File: config.mk
export PLATFORM = sky130hd
export DESIGN_NAME = ql_bus_core
export DESIGN_NICKNAME = d
export VERILOG_FILES = /design/src/ql_bus_pkg.sv /design/src/ql_clock_pkg.sv /design/src/ql_bus_core.sv /design/src/ql_bus_steer.sv /design/src/ql_memory_map.sv /design/src/ql_clock_enables.sv
export SDC_FILE = /design/constraint.sdc
export NUM_CORES = 1
export LEC_CHECK = 0
export BUFFER_PORTS_ARGS = -buffer_cell sky130_fd_sc_hd__clkbuf_2
export CORE_AREA = 3 3 125 127
export DETAILED_ROUTE_END_ITERATION = 6
export DIE_AREA = 0 0 128 130
export GPL_ROUTABILITY_DRIVEN = 0
export PLACE_DENSITY = 0.57
export SLEW_MARGIN = 20
export SYNTH_ARGS = -nofsm -noshare
export SYNTH_HDL_FRONTEND = slang
export SYNTH_HIERARCHICAL = 1
export SYNTH_SLANG_ARGS = --single-unit
export TNS_END_PERCENT = 30
File: constraint.sdc
create_clock -name clk_sys -period 5 [get_ports clk_sys]
set_input_delay 0.75 -clock clk_sys [delete_from_list [all_inputs] [get_ports clk_sys]]
set_output_delay 0.75 -clock clk_sys [all_outputs]
set_load 0.05 [all_outputs]
File: src/ql_bus_pkg.sv
// ====================
// QL bus package
// CPU request/response, address views,
// region flags and the memory map
// ====================

package ql_bus_pkg;

	// Address seen as bank/page/offset bytes
	typedef struct packed
	{
		logic [7:0] bank;	// A23..A16
		logic [7:0] page;	// A15..A8
		logic [7:0] offset;	// A7..A0, GoldCard register select
	} ql_addr_fields_t;

	typedef union packed
	{
		logic [23:0]     flat;
		ql_addr_fields_t f;
	} ql_addr_u;

	// 68008-style bus request, strobes active high
	typedef struct packed
	{
		logic     as;
		logic     rw;	// High for read
		logic     uds;
		logic     lds;
		ql_addr_u addr;	// Bit 0 ignored, rebuilt from strobes
	} ql_cpu_req_t;

	typedef struct packed
	{
		logic [15:0] data;
		logic        dtack;
	} ql_cpu_rsp_t;

	typedef enum logic [1:0]
	{
		RAM_128K  = 2'd0,
		RAM_640K  = 2'd1,
		RAM_896K  = 2'd2,
		RAM_4096K = 2'd3	// Also turns on GoldCard mode
	} ram_cfg_e;

	// Decoded region of the current access
	typedef struct packed
	{
		logic ql_io;
		logic ram;		// Any RAM, base, extended or GoldCard
		logic rom;
		logic ext_rom;
		logic os_rom;
		logic gc_io;
		logic gc_boot_rom;
		logic gc_os_rom;
		logic gc_en;
		logic shadow_on;
		logic shadow_read;
		logic shadow_write;
	} ql_region_t;

	typedef struct packed
	{
		logic [22:0] sdram_addr;	// Word address
		logic        sdram_oe;
		logic        sdram_wr;
	} ql_mem_req_t;

	// ==================== Memory map
	localparam logic [23:0] MASK_128K = 24'h03FFFF;	// Wrap at 256 KB
	localparam logic [23:0] MASK_1M   = 24'h0FFFFF;
	localparam logic [23:0] MASK_8M   = 24'h7FFFFF;

	localparam logic [7:0] GC_SHADOW_ON  = 8'h60;	// glo_rena
	localparam logic [7:0] GC_SHADOW_OFF = 8'h64;	// glo_rdis

	localparam logic [23:0] QL_IO_BASE   = 24'h018000;	// $18000-$1BFFF
	localparam logic [15:0] GC_IO_PAGE   = 16'h01C0;	// $1C000-$1C0FF
	localparam logic [7:0]  GC_BOOT_BANK = 8'h04;
	localparam logic [7:0]  GC_OS_BANK   = 8'h40;

	localparam logic [15:0] BUS_IDLE_DATA = 16'hFFFF;	// Unmapped reads

endpackage

File: src/ql_clock_pkg.sv
// ====================
// QL clock package
// CPU speed select, divider constants
// and the bundle of clock enables
// ====================

package ql_clock_pkg;

	// CPU bus speed, as picked from the menu
	typedef enum logic [1:0]
	{
		SPEED_QL   = 2'd0,	// Original 7.5 MHz bus
		SPEED_16   = 2'd1,
		SPEED_24   = 2'd2,
		SPEED_FULL = 2'd3	// One bus phase per clk_sys
	} cpu_speed_e;

	// Accumulator steps, clk_sys at 84 MHz
	localparam logic [16:0] FRACT_BUS_QL   = 17'd11702;	// ~15 MHz phase rate
	localparam logic [16:0] FRACT_BUS_16   = 17'd24966;	// ~32 MHz
	localparam logic [16:0] FRACT_BUS_24   = 17'd37449;	// ~48 MHz
	localparam logic [16:0] FRACT_BUS_FULL = 17'd65536;	// Carry every cycle
	localparam int          FRACT_WIDTH    = 16;

	localparam logic [9:0] DIV_131K = 10'd640;	// 131.25 kHz refresh/RTC tick
	localparam logic [3:0] DIV_VID  = 4'd8;		// 10.5 MHz pixel tick

	// One-cycle enables, all in clk_sys
	typedef struct packed
	{
		logic ce_bus_p;	// CPU phi1
		logic ce_bus_n;	// CPU phi2
		logic ce_131k;
		logic ce_vid;
	} ql_ce_t;

endpackage
File: src/ql_bus_core.sv
// ====================
// QL bus core
// Clock enables, memory map and bus steering
// ====================

`timescale 1ns/1ps

module ql_bus_core
(
	input  logic                     clk_sys,
	input  logic                     reset,
	input  ql_clock_pkg::cpu_speed_e cpu_speed,
	input  ql_bus_pkg::ram_cfg_e     ram_cfg_sel,
	input  ql_bus_pkg::ql_cpu_req_t  cpu_req,
	input  logic [15:0]              rom_data,
	input  logic [15:0]              gc_rom_data,
	input  logic [15:0]              sdram_data,
	input  logic [15:0]              io_data,
	input  logic                     sdram_dtack,
	output ql_clock_pkg::ql_ce_t     ce,
	output ql_bus_pkg::ql_cpu_rsp_t  cpu_rsp,
	output ql_bus_pkg::ql_mem_req_t  mem_req,
	output logic                     io_sel
);

	import ql_bus_pkg::*;

	ql_addr_u   addr;	// Wrapped address
	ql_region_t region;

	ql_clock_enables ql_clock_enables_inst
	(
		.clk_sys   (clk_sys),
		.reset     (reset),
		.cpu_speed (cpu_speed),
		.ce        (ce)
	);

	ql_memory_map ql_memory_map_inst
	(
		.clk_sys     (clk_sys),
		.reset       (reset),
		.ram_cfg_sel (ram_cfg_sel),
		.cpu_req     (cpu_req),
		.addr        (addr),
		.region      (region)
	);

	ql_bus_steer ql_bus_steer_inst
	(
		.cpu_req     (cpu_req),
		.addr        (addr),
		.region      (region),
		.rom_data    (rom_data),
		.gc_rom_data (gc_rom_data),
		.sdram_data  (sdram_data),
		.io_data     (io_data),
		.sdram_dtack (sdram_dtack),
		.cpu_rsp     (cpu_rsp),
		.mem_req     (mem_req),
		.io_sel      (io_sel)
	);

endmodule

File: src/ql_bus_steer.sv
// ====================
// QL bus steering
// Read data mux, DTACK and SDRAM strobes
// ====================

`timescale 1ns/1ps

module ql_bus_steer
(
	input  ql_bus_pkg::ql_cpu_req_t cpu_req,
	input  ql_bus_pkg::ql_addr_u    addr,
	input  ql_bus_pkg::ql_region_t  region,
	input  logic [15:0]             rom_data,
	input  logic [15:0]             gc_rom_data,
	input  logic [15:0]             sdram_data,
	input  logic [15:0]             io_data,
	input  logic                    sdram_dtack,
	output ql_bus_pkg::ql_cpu_rsp_t cpu_rsp,
	output ql_bus_pkg::ql_mem_req_t mem_req,
	output logic                    io_sel
);

	import ql_bus_pkg::*;

	logic        cpu_rd;
	logic        cpu_wr;
	logic [15:0] gc_dout_boot;
	logic [15:0] gc_dout_shadow;
	logic [15:0] ql_dout;
	logic        sdram_access;	// Needs the SDRAM handshake

	assign cpu_rd = cpu_req.as && cpu_req.rw && (cpu_req.uds || cpu_req.lds);
	assign cpu_wr = cpu_req.as && !cpu_req.rw && (cpu_req.uds || cpu_req.lds);

	// ==================== Read data
	// GoldCard boot, its own ROM at 0
	assign gc_dout_boot =
		region.rom         ? gc_rom_data :
		region.gc_boot_rom ? gc_rom_data :	// Second copy at $40000
		region.gc_os_rom   ? rom_data :
		region.ram         ? sdram_data :
		BUS_IDLE_DATA;

	// GoldCard with shadow, OS from RAM
	assign gc_dout_shadow =
		region.os_rom    ? sdram_data :
		region.ext_rom   ? rom_data :
		region.gc_os_rom ? rom_data :
		region.ram       ? sdram_data :
		BUS_IDLE_DATA;

	assign ql_dout =
		region.rom ? rom_data :		// OS plus ext ROM
		region.ram ? sdram_data :
		BUS_IDLE_DATA;

	always_comb
	begin
		if (region.ql_io)
			cpu_rsp.data = io_data;		// Always mapped
		else if (region.gc_en)
			cpu_rsp.data = region.shadow_on ? gc_dout_shadow : gc_dout_boot;
		else
			cpu_rsp.data = ql_dout;
	end

	// ==================== Handshake and SDRAM
	assign sdram_access  = region.ram || region.shadow_read || region.shadow_write;
	assign cpu_rsp.dtack = sdram_access ? sdram_dtack : 1'b1;

	assign mem_req.sdram_addr = addr.flat[23:1];
	assign mem_req.sdram_oe   = cpu_rd && (region.ram || region.shadow_read);
	assign mem_req.sdram_wr   = cpu_req.as && !cpu_req.rw && (region.ram || region.shadow_write);

	assign io_sel = (cpu_rd || cpu_wr) && region.ql_io;	// ZX8302/mouse space

endmodule

File: src/ql_memory_map.sv
// ====================
// QL memory map
// RAM size latch, address wrap, region decode
// and the GoldCard ROM shadow register
// ====================

`timescale 1ns/1ps

module ql_memory_map
(
	input  logic                     clk_sys,
	input  logic                     reset,
	input  ql_bus_pkg::ram_cfg_e     ram_cfg_sel,
	input  ql_bus_pkg::ql_cpu_req_t  cpu_req,
	output ql_bus_pkg::ql_addr_u     addr,
	output ql_bus_pkg::ql_region_t   region
);

	import ql_bus_pkg::*;

	ram_cfg_e    ram_cfg;
	logic [23:0] addr_mask;
	logic        cpu_rd;
	logic        cpu_wr;
	logic        gc_en;
	logic        ql_io;
	logic        gc_io;
	logic        bram;
	logic        xram;
	logic        gc_ram;
	logic        rom;
	logic        ext_rom;
	logic        os_rom;
	logic        rom_shadow;

	// Size picked up only while reset is high
	always_ff @(posedge clk_sys)
	begin
		if (reset)
			ram_cfg <= ram_cfg_sel;
	end

	assign gc_en = (ram_cfg == RAM_4096K);

	always_comb
	begin
		case (ram_cfg)
			RAM_128K:           addr_mask = MASK_128K;
			RAM_640K, RAM_896K: addr_mask = MASK_1M;
			default:            addr_mask = MASK_8M;	// 4 MB plus GoldCard space
		endcase
	end

	// A0 from the strobes, lower byte only means odd
	assign addr.flat = {cpu_req.addr.flat[23:1], !cpu_req.uds && cpu_req.lds} & addr_mask;

	assign cpu_rd = cpu_req.as && cpu_req.rw && (cpu_req.uds || cpu_req.lds);
	assign cpu_wr = cpu_req.as && !cpu_req.rw && (cpu_req.uds || cpu_req.lds);

	// ==================== QL regions
	assign ql_io   = (addr.flat[23:14] == QL_IO_BASE[23:14]);
	assign bram    = (addr.flat[23:17] == 7'h01);	// 128k base $20000-$3FFFF
	assign rom     = (addr.f.bank == 8'h00);			// 64k ROM space
	assign ext_rom = (addr.flat[23:14] == 10'h003);	// $C000-$FFFF
	assign os_rom  = rom && !ext_rom;

	always_comb
	begin
		case (ram_cfg)
			RAM_640K:  xram = (addr.flat[23:20] == 4'h0) && ^addr.flat[19:18];	// $40000-$BFFFF
			RAM_896K:  xram = (addr.flat[23:20] == 4'h0) && |addr.flat[19:18];	// $40000-$FFFFF
			RAM_4096K: xram = (addr.flat[23:22] == 2'b00) && |addr.flat[21:18];	// to $3FFFFF
			default:   xram = 1'b0;
		endcase
	end

	// ==================== GoldCard regions
	assign gc_io  = gc_en && (addr.flat[23:8] == GC_IO_PAGE);
	assign gc_ram = gc_en && ((addr.flat[23:15] == 9'h002)		// 32k at $10000
		|| ((addr.flat[23:14] == 10'h007) && !gc_io));		// 16k at $1C100

	// Shadow on/off by upper byte writes to GoldCard registers
	always_ff @(posedge clk_sys)
	begin
		if (reset)
			rom_shadow <= 1'b0;
		else if (gc_io && cpu_wr && cpu_req.uds && !cpu_req.lds)
		begin
			if (addr.f.offset == GC_SHADOW_ON)
				rom_shadow <= 1'b1;
			else if (addr.f.offset == GC_SHADOW_OFF)
				rom_shadow <= 1'b0;
		end
	end

	always_comb
	begin
		region             = '0;
		region.ql_io       = ql_io;
		region.ram         = bram || xram || gc_ram;
		region.rom         = rom;
		region.ext_rom     = ext_rom;
		region.os_rom      = os_rom;
		region.gc_io       = gc_io;
		region.gc_boot_rom = gc_en && (addr.f.bank == GC_BOOT_BANK);
		region.gc_os_rom   = gc_en && (addr.f.bank == GC_OS_BANK);
		region.gc_en       = gc_en;
		region.shadow_on   = rom_shadow;
		region.shadow_read = cpu_rd && os_rom && rom_shadow;	// OS ROM from RAM copy
		// OS ROM writes fill the RAM copy before it is switched on
		region.shadow_write = gc_en && cpu_req.as && !cpu_req.rw && os_rom && !rom_shadow;
	end

endmodule

File: src/ql_clock_enables.sv
// ====================
// QL clock enables
// Fractional CPU bus phases, 131 kHz tick
// and pixel tick, all registered
// ====================

`timescale 1ns/1ps

module ql_clock_enables
(
	input  logic                    clk_sys,
	input  logic                    reset,
	input  ql_clock_pkg::cpu_speed_e cpu_speed,
	output ql_clock_pkg::ql_ce_t     ce
);

	import ql_clock_pkg::*;

	logic [FRACT_WIDTH:0]   fract_bus;	// Step for the selected speed
	logic [FRACT_WIDTH:0]   bus_sum;
	logic [FRACT_WIDTH-1:0] acc;
	logic                   bus_carry;
	logic                   bus_pol;	// Next pulse goes to n when set
	logic [9:0]             div_131k;
	logic [3:0]             div_vid;

	always_comb
	begin
		case (cpu_speed)
			SPEED_QL:   fract_bus = FRACT_BUS_QL;
			SPEED_16:   fract_bus = FRACT_BUS_16;
			SPEED_24:   fract_bus = FRACT_BUS_24;
			default:    fract_bus = FRACT_BUS_FULL;
		endcase
	end

	assign bus_sum   = {1'b0, acc} + fract_bus;
	assign bus_carry = bus_sum[FRACT_WIDTH];	// One bus phase per carry

	always_ff @(posedge clk_sys)
	begin
		if (reset)
		begin
			acc      <= '0;
			bus_pol  <= 1'b0;
			div_131k <= '0;
			div_vid  <= '0;
			ce       <= '0;
		end
		else
		begin
			acc         <= bus_sum[FRACT_WIDTH-1:0];
			bus_pol     <= bus_pol ^ bus_carry;
			ce.ce_bus_p <= bus_carry && !bus_pol;
			ce.ce_bus_n <= bus_carry && bus_pol;

			// Wrap counters, pulse on zero
			div_131k   <= (div_131k == DIV_131K - 10'd1) ? 10'd0 : div_131k + 10'd1;
			ce.ce_131k <= (div_131k == 10'd0);
			div_vid    <= (div_vid == DIV_VID - 4'd1) ? 4'd0 : div_vid + 4'd1;
			ce.ce_vid  <= (div_vid == 4'd0);
		end
	end

endmodule

== After elaboration in Yosys (flattened, before gate mapping) ==
Cells that the tools add are included.

* Logic and storage cells: 106
* Flip-flop bits (word level): 38
* Output and inout port bits: 47

* Bitwise logic cells: 2
* Add/subtract/negate cells: 3
* Equal/unequal tests: 17
* Muxes and demuxes: 16
* Reductions and logical operators: 58

{| class="wikitable"
|+ Operators with widths
! cell !! number
|-
| $mux W16 || 10
|-
| $pmux W17 S3 || 1
|-
| $pmux W23 S2 || 1
|-
| $logic_and A1 B1 Y1 || 28
|-
| $and A24 B23 Y24 || 1
|-
| $eq A8 B7 Y1 const B || 3
|-
| $eq A10 B3 Y1 const B || 2
|-
| $add A16 B17 Y17 || 1
|-
| $eq A16 B9 Y1 const B || 1
|-
| $add A10 B1 Y10 const B || 1
|-
| $eq A10 B10 Y1 const B || 1
|-
| $eq A10 B2 Y1 const B || 1
|-
| $logic_not A10 Y1 || 1
|-
| $eq A9 B2 Y1 const B || 1
|-
| $eq A8 B3 Y1 const B || 1
|-
| $logic_not A4 Y1 || 2
|-
| $logic_not A8 Y1 || 1
|-
| $logic_or A1 B1 Y1 || 8
|-
| $reduce_or A2 Y1 || 4
|-
| $eq A7 B1 Y1 const B || 1
|-
| $logic_not A1 Y1 || 7
|-
| $eq A2 B2 Y1 const B || 3
|-
| $logic_not A2 Y1 || 3
|-
| $add A4 B1 Y4 const B || 1
|-
| 9 further kinds || 12
|}

== Longest topological paths before layout ==
Gate-level depths: netlist of the first run.

* Word-level depth: 18
* Gate-level depth with buffers: 13
* Depth with buffers taken out: 11

== Modules after synthesis ==
Netlist of the first run, hierarchy kept.

{| class="wikitable"
|+ By module, submodules not included
! module !! seq. area each (um2) !! cells an instance !! instances !! area an instance (um2)
|-
| ql_clock_enables || 700.7 || 226 || 1 || 1,986.9
|-
| ql_bus_steer || 0.0 || 243 || 1 || 1,694.1
|-
| ql_memory_map || 80.1 || 89 || 1 || 690.7
|}

== Least setup slack after synthesis of the first run ==
OpenSTA, ideal clock, no wires.

* Kind: input to output
* Start point: in cpu_req[19] in the netlist's numbering
* End point: out mem_req[0] in the netlist's numbering
* Data arrival time: 3,635 ps
* Stages on the path: 9
* Path slack: 615 ps
* Cells stage by stage: nand2b_1 -> ha_1 -> nand2b_4 -> or3_1 -> o221a_2 -> o21ai_0 -> buf_2 -> nor2_1 -> nor3b_1

{| class="wikitable"
|+ RTL lines
! element !! line !! RTL
|-
| from (decl) || ql_bus_core.sv:14 || <nowiki>input ql_bus_pkg::ql_cpu_req_t cpu_req,</nowiki>
|-
| to (decl) || ql_bus_core.sv:22 || <nowiki>output ql_bus_pkg::ql_mem_req_t mem_req,</nowiki>
|}

==> results of run 1 <==
[routing by layer]
metal  GRT usage [%]  vias to the layer above  routed length (um)
li1                -                     2130                   -
met1           18.24                     2056                5518
met2           26.22                      157                6162
met3           1.842                       14                 834
met4           4.432                        0                 165
met5               0                        -                   0
[state kept, by name, summed over array words and instances, names as in the netlist]
signal                          flops
ql_clock_enables_inst/ce            4
ql_clock_enables_inst/div_vid       4
ql_memory_map_inst/ram_cfg          2
ql_memory_map_inst/rom_shadow       1
ql_clock_enables_inst/bus_pol       1
ql_clock_enables_inst/acc          16
ql_clock_enables_inst/div_131k     10
[per-stage QoR]
| stage | instances | utilization (%) | power (W) |
|---|---|---|---|
| final | 815 | 34.71 | 0.001448 |
| after CTS | 815 | 34.71 | 0.001463 |
| after detailed placement | 807 | 33.38 | 0.001043 |
| after floorplan | 555 | - | 0.0009091 |
| after global routing | 815 | 34.71 | 0.001541 |
| after global placement | 807 | 33.38 | 0.001029 |
[worst min path at each step]
stage / from / to / slack, ps / depth (start not counted)
detailed placement: ql_clock_enables_inst/div_vid[3] / ql_clock_enables_inst/ce[0] / 470 / 1
CTS: ql_clock_enables_inst/div_vid[3] / ql_clock_enables_inst/ce[0] / 490 / 1
global route: ql_clock_enables_inst/div_131k[0] / ql_clock_enables_inst/div_131k[0] / 520 / 1
global placement: ql_clock_enables_inst/div_131k[0] / ql_clock_enables_inst/div_131k[0] / 460 / 1
finish: ql_clock_enables_inst/div_131k[0] / ql_clock_enables_inst/div_131k[0] / 480 / 1
floorplan: ql_clock_enables_inst/div_131k[0] / ql_clock_enables_inst/div_131k[0] / 440 / 1
[worst max-delay path, cell delays in order, from the launching register on]
cell                       delay (ps)
sky130_fd_sc_hd__edfxtp_1         410
sky130_fd_sc_hd__inv_1            100
sky130_fd_sc_hd__ha_1             220
sky130_fd_sc_hd__nand2b_1         170
sky130_fd_sc_hd__ha_1             250
sky130_fd_sc_hd__nand2b_4          80
sky130_fd_sc_hd__or3_1            410
sky130_fd_sc_hd__o221a_2          290
sky130_fd_sc_hd__o21ai_2          140
sky130_fd_sc_hd__buf_4            320
sky130_fd_sc_hd__or3b_1           380
sky130_fd_sc_hd__a311oi_1         280
sky130_fd_sc_hd__o31ai_1          150
sky130_fd_sc_hd__clkbuf_2         260
[report_power, final]
part / total [W] / switching [W] / internal (W)
registers: 0.000369 / 0.0000190 / 0.000350
clock network: 0.000410 / 0.000124 / 0.000286
logic: 0.000670 / 0.000424 / 0.000246
total: 0.00145 / 0.000567 / 0.000882
[layout make-up]
class / instances / area share [%]
tap: 184 / 4.563
multi-input combinational: 416 / 59.35
clock buffer: 5 / 2.480
sequential: 38 / 15.48
inverter: 18 / 1.339
clock inverter: 3 / 1.364
timing repair buffer: 151 / 15.43
==> impl_metrics.sql, run 1 <==
INSERT INTO impl_metrics (metric_group, metric, value, unit) VALUES
('clock_network', 'tritoncts', 'yes', ''),
('clock_network', 'ctsRootBufferMaster', 'sky130_fd_sc_hd__clkbuf_16', ''),
('timing', 'setup_viol', '0', ''),
('timing', 'finalClockSkew', '7.342', 'ps'),
('job', 'maxCapViolCount', '0', ''),
('timing', 'timing.final.crit_share', '90.05', '%'),
('clock_network', 'max-clock-path-buffers', '2', ''),
('cells_and_area', 'filler_cell_count_in_the_final_layout', '1559', ''),
('placed_design', 'place.port_buffers', '142', ''),
('cells_and_area', 'sequential_cell_area', '780.7', 'um^2'),
('die', 'fp.dieArea', '16640', 'um^2'),
('clock_network', 'post_cts_buffers', '0', ''),
('setup_path', 'worst_ep_required_time', '4250', 'ps'),
('die', 'core.rowCount', '44', ''),
('setup_path', 'crit_path_start_kind', 'flop', ''),
('placed_design', 'preCtsSetupSlack', '722.9', 'ps'),
('route', 'vias_per_cell', '5.346', ''),
('clock_network', 'clk_transition_reported_paths', '60', 'ps'),
('route', 'drcViolationCount', '0', ''),
('route', 'drtPass1Iterations', '4', ''),
('power', 'powerDensity', '287.1', 'nW/um^2'),
('die', 'die_height', '130', 'um'),
('clock_network', 'numCtsBuffers', '5', ''),
('global_routing', 'gr-total-overflow', '0', ''),
('clock_network', 'htreeDepth', '2', ''),
('timing', 'hold_viol', '0', ''),
('setup_path', 'setup.reg_to_reg.worst_slack', '2460', 'ps'),
('power', 'irDropWorstVdd', '162.4', 'uV'),
('global_routing', 'grt_max_degree', '41', ''),
('die', 'start_util', '29.95', '%'),
('synthesis', 'synth_warnings', '6', ''),
('global_routing', 'first_global_vias', '4185', ''),
('setup_path', 'element_type_at_the_critical_path_end', 'primary output', ''),
('timing', 'rsz0062_at_grt', 'false', ''),
('route', 'route.detailed.wl_per_inst', '15.56', 'um'),
('timing', 'finalMaxSlewViolations', '0', ''),
('synthesis', 'syn_inst', '555', ''),
('min_path', 'worst_hold_path_type', 'reg2reg', ''),
('setup_path', 'critical_path_sink', 'cpu_rsp[14]', ''),
('route', 'finalWirelength', '12680', 'um'),
('synthesis', 'netlist_area_pre_place', '4353', 'um^2'),
('cells_and_area', 'diodes', '0', ''),
('setup_path', 'r2r_worst_path_depth', '9', ''),
('setup_path', 'timing.setup.critical_path_class', 'reg2out', ''),
('cells_and_area', 'final_common_cell', 'sky130_fd_sc_hd__clkbuf_2', ''),
('placed_design', 'detailedPlacementHpwl', '9370', 'um'),
('clock_network', 'clock_sinks', '38', ''),
('route', 'total_vias_in_the_final_route', '4357', ''),
('outcome', 'status', 'finished, final reports clean', ''),
('cells_and_area', 'multiInputGateArea', '2994', 'um^2'),
('cells_and_area', 'design_area', '5045', 'um^2'),
('timing', 'max_slew.worst_pin.slew', '813.5', 'ps'),
('timing', 'post-route-worst-setup-slack', '497.5', 'ps'),
('die', 'dieWidth', '128', 'um'),
('timing', 'hold_ws', '480.9', 'ps'),
('cells_and_area', 'layout-area-overhead-vs-synth', '15.90', '%'),
('timing', 'slew_headroom', '45.71', '%'),
('setup_path', 'crit_path_start', 'ql_memory_map_inst/ram_cfg[0]', ''),
('placed_design', 'placed_cell_area', '4851', 'um^2'),
('timing', 'min_period', '4503', 'ps'),
('cells_and_area', 'fraction_of_layout_instances_using_a_drive_strength_above_1', '28.05', '%'),
('global_routing', 'grt_first_pass_wirelength', '20240', 'um'),
('die', 'design.core.area', '14530', 'um^2'),
('setup_path', 'timing.critical_path.arrival', '3750', 'ps'),
('clock_network', 'clkLatencyLatePin', '280', 'ps'),
('route', 'drt_iter0_drc', '212', ''),
('cells_and_area', 'fin_nets', '758', ''),
('setup_path', 'timing.rr.start', 'ql_clock_enables_inst/acc[0]', ''),
('cells_and_area', 'most-common-layout-cells', '142 x sky130_fd_sc_hd__clkbuf_2, 48 x sky130_fd_sc_hd__nand2b_1, 45 x sky130_fd_sc_hd__nor2_1', ''),
('synthesis', 'post_synth.cell_area_avg', '7.843', 'um^2'),
('clock_network', 'ctsResizeCount', '0', ''),
('clock_network', 'cts_hold_buffers', '0', ''),
('setup_path', 'crit_reg_reg_endpoint', 'ql_clock_enables_inst/bus_pol', ''),
('global_routing', 'initial_antenna_violation_count', '0', ''),
('global_routing', 'global_route.usage.total', '14.59', '%'),
('timing', 'setup_tns', '0', 'ps'),
('route', 'drtAntennaViolNets', '0', ''),
('die', 'pin_count', '146', ''),
('timing', 'timing.fmax', '0.2221', 'GHz'),
('synthesis', 'synthesis.nets', '683', ''),
('setup_path', 'worst-path-max-fanout', '35', ''),
('power', 'p_leak', '2.093', 'nW');
Power figures use the tool's default switching activity.
==> inputs of run 2 (changes only) <==
==> constraint.sdc (replaced) <==
create_clock -name clk_sys -period 4.15 [get_ports clk_sys]
set_input_delay 0.6225 -clock clk_sys [delete_from_list [all_inputs] [get_ports clk_sys]]
set_output_delay 0.6225 -clock clk_sys [all_outputs]
set_load 0.05 [all_outputs]
==> run 2 against run 1 <==
  * Clock skew fell by 2.0 ps
  * Sequential share of layout area fell by 0.50 points
  * Die area did not move
==> impl_metrics.sql, run 2 (synthesized netlist as in run 1, its figures left out) <==
INSERT INTO impl_metrics (metric_group, metric, value, unit) VALUES
('outcome', 'status', 'finished, final reports clean', ''),
('timing', 'hold_ws', '472.6', 'ps'),
('timing', 'timing.final.crit_share', '97.03', '%'),
('power', 'powerDensity', '327.6', 'nW/um^2'),
('die', 'fp.dieArea', '16640', 'um^2'),
('placed_design', 'detailedPlacementHpwl', '9493', 'um'),
('power', 'irDropWorstVdd', '171.9', 'uV'),
('route', 'drcViolationCount', '0', ''),
('cells_and_area', 'layout-area-overhead-vs-synth', '19.75', '%'),
('cells_and_area', 'fin_cells', '823', ''),
('min_path', 'worstHoldStart', 'ql_clock_enables_inst/div_131k[0]', ''),
('setup_path', 'timing.setup.critical_path_class', 'reg2out', ''),
('timing', 'timing.fmax', '0.2483', 'GHz'),
('die', 'design.core.area', '14530', 'um^2'),
('die', 'start_util', '29.95', '%'),
('setup_path', 'max_incr_delay_on_cp', '420', 'ps'),
('global_routing', 'grt_max_degree', '50', ''),
('global_routing', 'initial_antenna_violation_count', '0', ''),
('setup_path', 'setup.reg_to_reg.worst_slack', '1670', 'ps'),
('setup_path', 'worst-path-max-fanout', '18', ''),
('min_path', 'hold_depth', '1', ''),
('global_routing', 'grt_first_pass_wirelength', '20400', 'um'),
('route', 'finalWirelength', '13190', 'um'),
('min_path', 'worst_hold_path_type', 'reg2reg', ''),
('die', 'die_height', '130', 'um'),
('setup_path', 'sum_of_buffers_and_inverters_on_the_critical_path', '4', ''),
('placed_design', 'place.port_buffers', '142', ''),
('placed_design', 'dp.cells', '811', ''),
('cells_and_area', 'largest-register', 'ql_clock_enables_inst/acc', ''),
('cells_and_area', 'diodes', '0', ''),
('timing', 'hold_viol', '0', ''),
('global_routing', 'gr-total-overflow', '0', ''),
('cells_and_area', 'fraction_of_layout_instances_using_a_drive_strength_above_1', '30.36', '%'),
('setup_path', 'timing.rr.start', 'ql_clock_enables_inst/acc[0]', ''),
('clock_network', 'numCtsBuffers', '5', ''),
('route', 'drt_iter0_drc', '374', ''),
('clock_network', 'cts_hold_buffers', '0', ''),
('cells_and_area', 'most-common-layout-cells', '127 x sky130_fd_sc_hd__clkbuf_2, 46 x sky130_fd_sc_hd__nand2b_1, 45 x sky130_fd_sc_hd__nor2_1', ''),
('job', 'maxCapViolCount', '0', ''),
('global_routing', 'first_global_vias', '4218', ''),
('clock_network', 'htreeDepth', '2', ''),
('clock_network', 'ctsRootBufferMaster', 'sky130_fd_sc_hd__clkbuf_16', ''),
('clock_network', 'clock_sinks', '38', ''),
('timing', 'finalMaxSlewViolations', '0', ''),
('power', 'p_leak', '2.146', 'nW'),
('die', 'dieWidth', '128', 'um'),
('route', 'vias_per_cell', '5.303', ''),
('setup_path', 'crit_reg_reg_endpoint', 'ql_clock_enables_inst/bus_pol', ''),
('min_path', 'worst_hold_path.endpoint', 'ql_clock_enables_inst/div_131k[0]', ''),
('setup_path', 'r2r_worst_path_depth', '9', ''),
('cells_and_area', 'largest_register_ffs', '16', ''),
('route', 'route.detailed.wl_per_inst', '16.02', 'um'),
('clock_network', 'clkLatencyLatePin', '280', 'ps'),
('setup_path', 'crit_path_start_kind', 'flop', ''),
('route', 'drtAntennaViolNets', '0', ''),
('timing', 'slew_headroom', '48.75', '%'),
('clock_network', 'clk_transition_reported_paths', '60', 'ps'),
('cells_and_area', 'filler_cell_count_in_the_final_layout', '1513', ''),
('timing', 'max_slew.worst_pin.slew', '768.7', 'ps'),
('cells_and_area', 'fin_nets', '766', ''),
('route', 'drtPass1Iterations', '5', ''),
('timing', 'min_period', '4027', 'ps'),
('cells_and_area', 'biggestRegsByFlops', 'ql_clock_enables_inst/acc (16), ql_clock_enables_inst/div_131k (10)', ''),
('timing', 'finalClockSkew', '5.342', 'ps'),
('route', 'total_vias_in_the_final_route', '4364', ''),
('clock_network', 'max-clock-path-buffers', '2', ''),
('setup_path', 'critical_path.slowest_cell', 'sky130_fd_sc_hd__or3_1', ''),
('die', 'pin_count', '146', ''),
('clock_network', 'tritoncts', 'yes', ''),
('power', 'total_power', '0.001708', 'W'),
('cells_and_area', 'final_common_cell', 'sky130_fd_sc_hd__clkbuf_2', ''),
('setup_path', 'worst_path_dominant_cell_family', 'simple AND/OR/NAND/NOR gates', ''),
('setup_path', 'worst_ep_required_time', '3530', 'ps'),
('setup_path', 'crit_chain', 'inv_2 > ha_4 > nand2b_4 > ha_4 > nand2b_4 > or3_1 > o221a_2 > o21ai_4 > buf_12 > or3b_1 > buf_6 > a21oi_1 > o31ai_1 > clkbuf_4', ''),
('global_routing', 'global_route.usage.total', '14.93', '%'),
('setup_path', 'element_type_at_the_critical_path_end', 'primary output', ''),
('setup_path', 'timing.critical_path.arrival', '3400', 'ps'),
('die', 'core.rowCount', '44', ''),
('timing', 'setup_viol', '0', '');
## run 2: how the worst max path moves through the flow
stage,start,to,depth (start not counted)
2_1_floorplan,ql_memory_map_inst/ram_cfg[0],cpu_rsp[10],13
3_3_place_gp,ql_memory_map_inst/ram_cfg[0],cpu_rsp[8],14
3_5_place_dp,ql_memory_map_inst/ram_cfg[0],cpu_rsp[8],14
4_1_cts,ql_memory_map_inst/ram_cfg[0],cpu_rsp[8],14
5_1_grt,ql_memory_map_inst/ram_cfg[0],cpu_rsp[1],14
6_report,ql_memory_map_inst/ram_cfg[0],cpu_rsp[3],14
## run 2: metal layers
| layer | part of all wire [%] | GRT usage, % |
|---|---|---|
| met5 | 0 | 0 |
| met4 | 0.98 | 4.307 |
| met3 | 6.1 | 2.006 |
| met2 | 50 | 27.42 |
| met1 | 43 | 18.19 |
## run 2: worst reg2reg max path, cell delays in order, from the launching register on
cell and delay, ps:
sky130_fd_sc_hd__dfxtp_1 300, sky130_fd_sc_hd__ha_1 240, sky130_fd_sc_hd__fa_1 420, sky130_fd_sc_hd__a21o_1 210
sky130_fd_sc_hd__a21oi_1 250, sky130_fd_sc_hd__o221a_2 290, sky130_fd_sc_hd__o211ai_1 120, sky130_fd_sc_hd__xnor2_1 230
sky130_fd_sc_hd__ha_1 260, sky130_fd_sc_hd__nor2_1 90
## run 2: through the flow
stage	TNS (ps)	setup slack (ps)	cell area [um^2]	util (%)
after floorplan	0	12.86	4358	-
after global placement	0	113.9	4907	33.76
after detailed placement	0	82.28	4907	33.76
after CTS	0	8.959	5164	35.53
after global routing	-6.780	-6.780	5213	35.86
final	0	123.3	5213	35.86
## run 2: cell type report
type                    instances  area [um^2]  share of cell area [%]
well taps                     184        230.2                   4.417
inverters                      18        67.56                   1.296
multi-input cells             416         3054                   58.59
repair buffers                159        929.6                   17.83
clock inverters                 2        11.26                  0.2160
clock buffers                   6        138.9                   2.664
flip-flops and latches         38        780.7                   14.98
## run 2: power by group
| part | internal [W] | total (W) | switching, W |
|---|---|---|---|
| sequential | 0.000421 | 0.000445 | 0.0000235 |
| clock | 0.000238 | 0.000388 | 0.000150 |
| combinational | 0.000345 | 0.000875 | 0.000531 |
| total | 0.00100 | 0.00171 | 0.000704 |
## run 2: repair_timing
action | CTS | global route
setup endpoints to repair | 16 | 16
gates resized for setup | 17 | 20
setup buffers | 1 | 2
pin swaps | 1 | 2
gates cloned | 1 | 0
==> inputs of run 3 (changes only) <==
--- a/config.mk
+++ b/config.mk
@@ -6,11 +6,14 @@
 export NUM_CORES = 1
 export LEC_CHECK = 0
 export BUFFER_PORTS_ARGS = -buffer_cell sky130_fd_sc_hd__clkbuf_2
-export CORE_AREA = 3 3 125 127
+export CELL_PAD_IN_SITES_DETAIL_PLACEMENT = 2
+export CELL_PAD_IN_SITES_GLOBAL_PLACEMENT = 2
+export CORE_AREA = 3 3 134 136
 export DETAILED_ROUTE_END_ITERATION = 6
-export DIE_AREA = 0 0 128 130
+export DIE_AREA = 0 0 137 139
 export GPL_ROUTABILITY_DRIVEN = 0
-export PLACE_DENSITY = 0.57
+export PLACE_DENSITY = 0.82
+export SKIP_LAST_GASP = 1
 export SLEW_MARGIN = 20
 export SYNTH_ARGS = -nofsm -noshare
 export SYNTH_HDL_FRONTEND = slang
==> constraint.sdc (replaced) <==
create_clock -name clk_sys -period 3.6 [get_ports clk_sys]
set_input_delay 0.54 -clock clk_sys [delete_from_list [all_inputs] [get_ports clk_sys]]
set_output_delay 0.54 -clock clk_sys [all_outputs]
set_load 0.05 [all_outputs]
==> run 3 against run 2 <==
  * The run now ends with setup timing left
  * Combinational power is 41% higher
  * Critical path type unchanged
  * Clock power increased by 44%
  * First-iteration DRC count is 54% lower
  * Sequential cell count stayed put
  * Register-to-register slack got worse by 680 ps
  * Critical path depth rose by 1
  * Routed wire length up 33%
  * Worst setup slack got worse by 450 ps
  * Clock-buffer cell count is the same
  * Sequential power is 15% higher
  * Utilization shrank 1.5 points
  * Sequential share of layout area is 1.7 points lower
==> impl_metrics.sql, run 3 (synthesized netlist as in run 1, its figures left out) <==
INSERT INTO impl_metrics (metric_group, metric, value, unit) VALUES
('die', 'dieWidth', '137', 'um'),
('route', 'drtPass1Iterations', '4', ''),
('cells_and_area', 'fraction_of_layout_instances_using_a_drive_strength_above_1', '37.50', '%'),
('clock_network', 'htreeDepth', '2', ''),
('cells_and_area', 'most-common-layout-cells', '127 x sky130_fd_sc_hd__clkbuf_2, 46 x sky130_fd_sc_hd__nand2b_1, 45 x sky130_fd_sc_hd__nor2_1', ''),
('global_routing', 'globalRouteMet2Util', '33.98', '%'),
('cells_and_area', 'sequential_cell_area', '780.7', 'um^2'),
('clock_network', 'ctsRootBufferMaster', 'sky130_fd_sc_hd__clkbuf_16', ''),
('route', 'total_vias_in_the_final_route', '4655', ''),
('cells_and_area', 'fin_nets', '783', ''),
('clock_network', 'clkLatencyLatePin', '290', 'ps'),
('cells_and_area', 'largest-register', 'ql_clock_enables_inst/acc', ''),
('cells_and_area', 'diodes', '0', ''),
('die', 'fp.dieArea', '19040', 'um^2'),
('clock_network', 'numCtsBuffers', '5', ''),
('timing', 'finalClockSkew', '2.739', 'ps'),
('global_routing', 'global_route.usage.total', '17.50', '%'),
('setup_path', 'worst_ep_required_time', '3060', 'ps'),
('global_routing', 'grtUsageMet1', '19.70', '%'),
('setup_path', 'crit_path_start', 'ql_memory_map_inst/ram_cfg[0]', ''),
('cells_and_area', 'filler_cell_count_in_the_final_layout', '1928', ''),
('setup_path', 'crit_chain', 'inv_2 > ha_4 > nand2b_4 > ha_4 > nand2b_4 > or3_4 > o221a_4 > o21ai_4 > buf_6 > buf_12 > buf_6 > or3b_1 > a32oi_2 > o31ai_4 > buf_12', ''),
('timing', 'finalMaxSlewViolations', '0', ''),
('route', 'finalWirelength', '17540', 'um'),
('timing', 'min_period', '3931', 'ps'),
('setup_path', 'max_incr_delay_on_cp', '420', 'ps'),
('timing', 'timing.fmax', '0.2544', 'GHz'),
('setup_path', 'worst-path-max-fanout', '8', ''),
('global_routing', 'grt_first_pass_wirelength', '27080', 'um'),
('cells_and_area', 'final_common_cell', 'sky130_fd_sc_hd__clkbuf_2', ''),
('setup_path', 'timing.setup.critical_path_class', 'reg2out', ''),
('timing', 'post-route-worst-setup-slack', '-331.2', 'ps'),
('setup_path', 'critical_path.slowest_cell', 'sky130_fd_sc_hd__edfxtp_1', ''),
('global_routing', 'gr-max-usage-layer', 'met2', ''),
('die', 'design.core.area', '17060', 'um^2'),
('power', 'p_leak', '2.370', 'nW'),
('placed_design', 'detailedPlacementHpwl', '12490', 'um'),
('die', 'die_height', '139', 'um'),
('route', 'vias_per_cell', '5.284', ''),
('power', 'irDropWorstVdd', '179.5', 'uV'),
('cells_and_area', 'layout.core_utilization', '34.38', '%'),
('timing', 'slew_headroom', '44.85', '%'),
('min_path', 'worst_hold_path_type', 'in2reg', ''),
('clock_network', 'max-clock-path-buffers', '2', ''),
('route', 'drcViolationCount', '0', ''),
('outcome', 'status', 'finished with violations', ''),
('route', 'route.detailed.wl_per_inst', '19.90', 'um'),
('timing', 'setup_viol', '17', ''),
('global_routing', 'grt_use_met3', '1.633', '%'),
('cells_and_area', 'biggestRegsByFlops', 'ql_clock_enables_inst/acc (16), ql_clock_enables_inst/div_131k (10)', ''),
('min_path', 'worstHoldStart', 'ram_cfg_sel[1]', ''),
('die', 'pin_count', '146', ''),
('timing', 'rsz0062_at_grt', 'true', ''),
('outcome', 'violations', 'setup timing', ''),
('power', 'powerDensity', '391.8', 'nW/um^2'),
('route', 'drt_iter0_drc', '173', ''),
('timing', 'max_slew.worst_pin.slew', '827.3', 'ps'),
('setup_path', 'element_type_at_the_critical_path_end', 'primary output', ''),
('setup_path', 'timing.critical_path.arrival', '3390', 'ps'),
('placed_design', 'place.port_buffers', '142', ''),
('timing', 'hold_ws', '424.3', 'ps'),
('cells_and_area', 'layout-area-overhead-vs-synth', '34.72', '%'),
('clock_network', 'clock_sinks', '38', ''),
('cells_and_area', 'multiInputGateArea', '3322', 'um^2'),
('global_routing', 'grt_max_degree', '49', ''),
('timing', 'setup_tns', '-4656', 'ps'),
('global_routing', 'gr-total-overflow', '0', ''),
('placed_design', 'preCtsSetupSlack', '-281.4', 'ps'),
('setup_path', 'timing.rr.start', 'ql_clock_enables_inst/acc[0]', ''),
('job', 'maxCapViolCount', '0', ''),
('setup_path', 'crit_path_start_kind', 'flop', ''),
('timing', 'hold_viol', '0', ''),
('clock_network', 'tritoncts', 'yes', ''),
('die', 'core.rowCount', '48', ''),
('cells_and_area', 'largest_register_ffs', '16', ''),
('global_routing', 'first_global_vias', '5169', ''),
('die', 'start_util', '25.52', '%'),
('route', 'drtAntennaViolNets', '0', ''),
('clock_network', 'clk_transition_reported_paths', '60', 'ps'),
('global_routing', 'initial_antenna_violation_count', '0', ''),
('timing', 'timing.final.crit_share', '109.2', '%');
[run 3: cell types whose count changed in the layout (fill, tap and decap cells not counted), moves of 5 or more]
| cell | delta |
|---|---|
| sky130_fd_sc_hd__buf_4 | +6 |
| sky130_fd_sc_hd__clkbuf_8 | +8 |
| sky130_fd_sc_hd__a311oi_1 | -15 |
| sky130_fd_sc_hd__o31ai_1 | -16 |
| sky130_fd_sc_hd__o31ai_2 | +11 |
| sky130_fd_sc_hd__a311oi_2 | +14 |
| sky130_fd_sc_hd__o31ai_4 | +5 |
| sky130_fd_sc_hd__clkbuf_4 | -5 |
[run 3: stage by stage]
| stage | total power [W] | instance area (um^2) | cells |
|---|---|---|---|
| finish | 0.002298 | 5864 | 881 |
| global route | 0.002431 | 5864 | 881 |
| CTS | 0.002255 | 5709 | 876 |
| detailed placement | 0.001578 | 5238 | 863 |
| global placement | 0.001520 | 5238 | 863 |
| floorplan | 0.001301 | 4493 | 555 |
[run 3: power by group]
| group | total, W | internal (W) | leakage, nW | switching (W) |
|---|---|---|---|---|
| logic | 0.00123 | 0.000521 | 1.96 | 0.000707 |
| registers | 0.000513 | 0.000485 | 0.316 | 0.0000271 |
| clock network | 0.000557 | 0.000370 | 0.0922 | 0.000187 |
| total | 0.00230 | 0.00138 | 2.37 | 0.000921 |
[run 3: per-layer routing]
layer	routed length, um	up-vias
li1	-	2183
met1	6723	2306
met2	9508	134
met3	841	32
met4	463	0
met5	0	-
[run 3: path summary, 6_finish.rpt]
kind	endpoint	slack, ps	cells after the start
max	cpu_rsp[1]	-330	15
min	ql_memory_map_inst/ram_cfg[1]	420	1
max reg2reg	ql_clock_enables_inst/bus_pol	990	9
min reg2reg	ql_clock_enables_inst/div_131k[0]	480	1
[run 3: repair_timing]
item	CTS	global route
resized for setup	40	22
hold endpoints to repair	0	0
hold buffers	0	0
setup endpoints to repair	19	19
gates cloned	2	1
buffers inserted	3	4
pin swaps	10	13
[run 3: layout make-up]
type                            count  share of cell area, %
Clock buffer                        6                  2.560
Sequential cell                    38                  13.31
Multi-Input combinational cell    416                  56.65
Timing Repair Buffer              176                  20.87
Inverter                           18                  1.152
Clock inverter                      2                 0.6614
Tap cell                          225                  4.801
[run 3: worst max-delay path: cells and delay by family (launching register included)]
family | cells | cell delay [ps]
compound gates | 4 | 880
fa+ha+maj | 2 | 290
buf+inv | 5 | 610
flops | 1 | 420
simple gates | 4 | 890
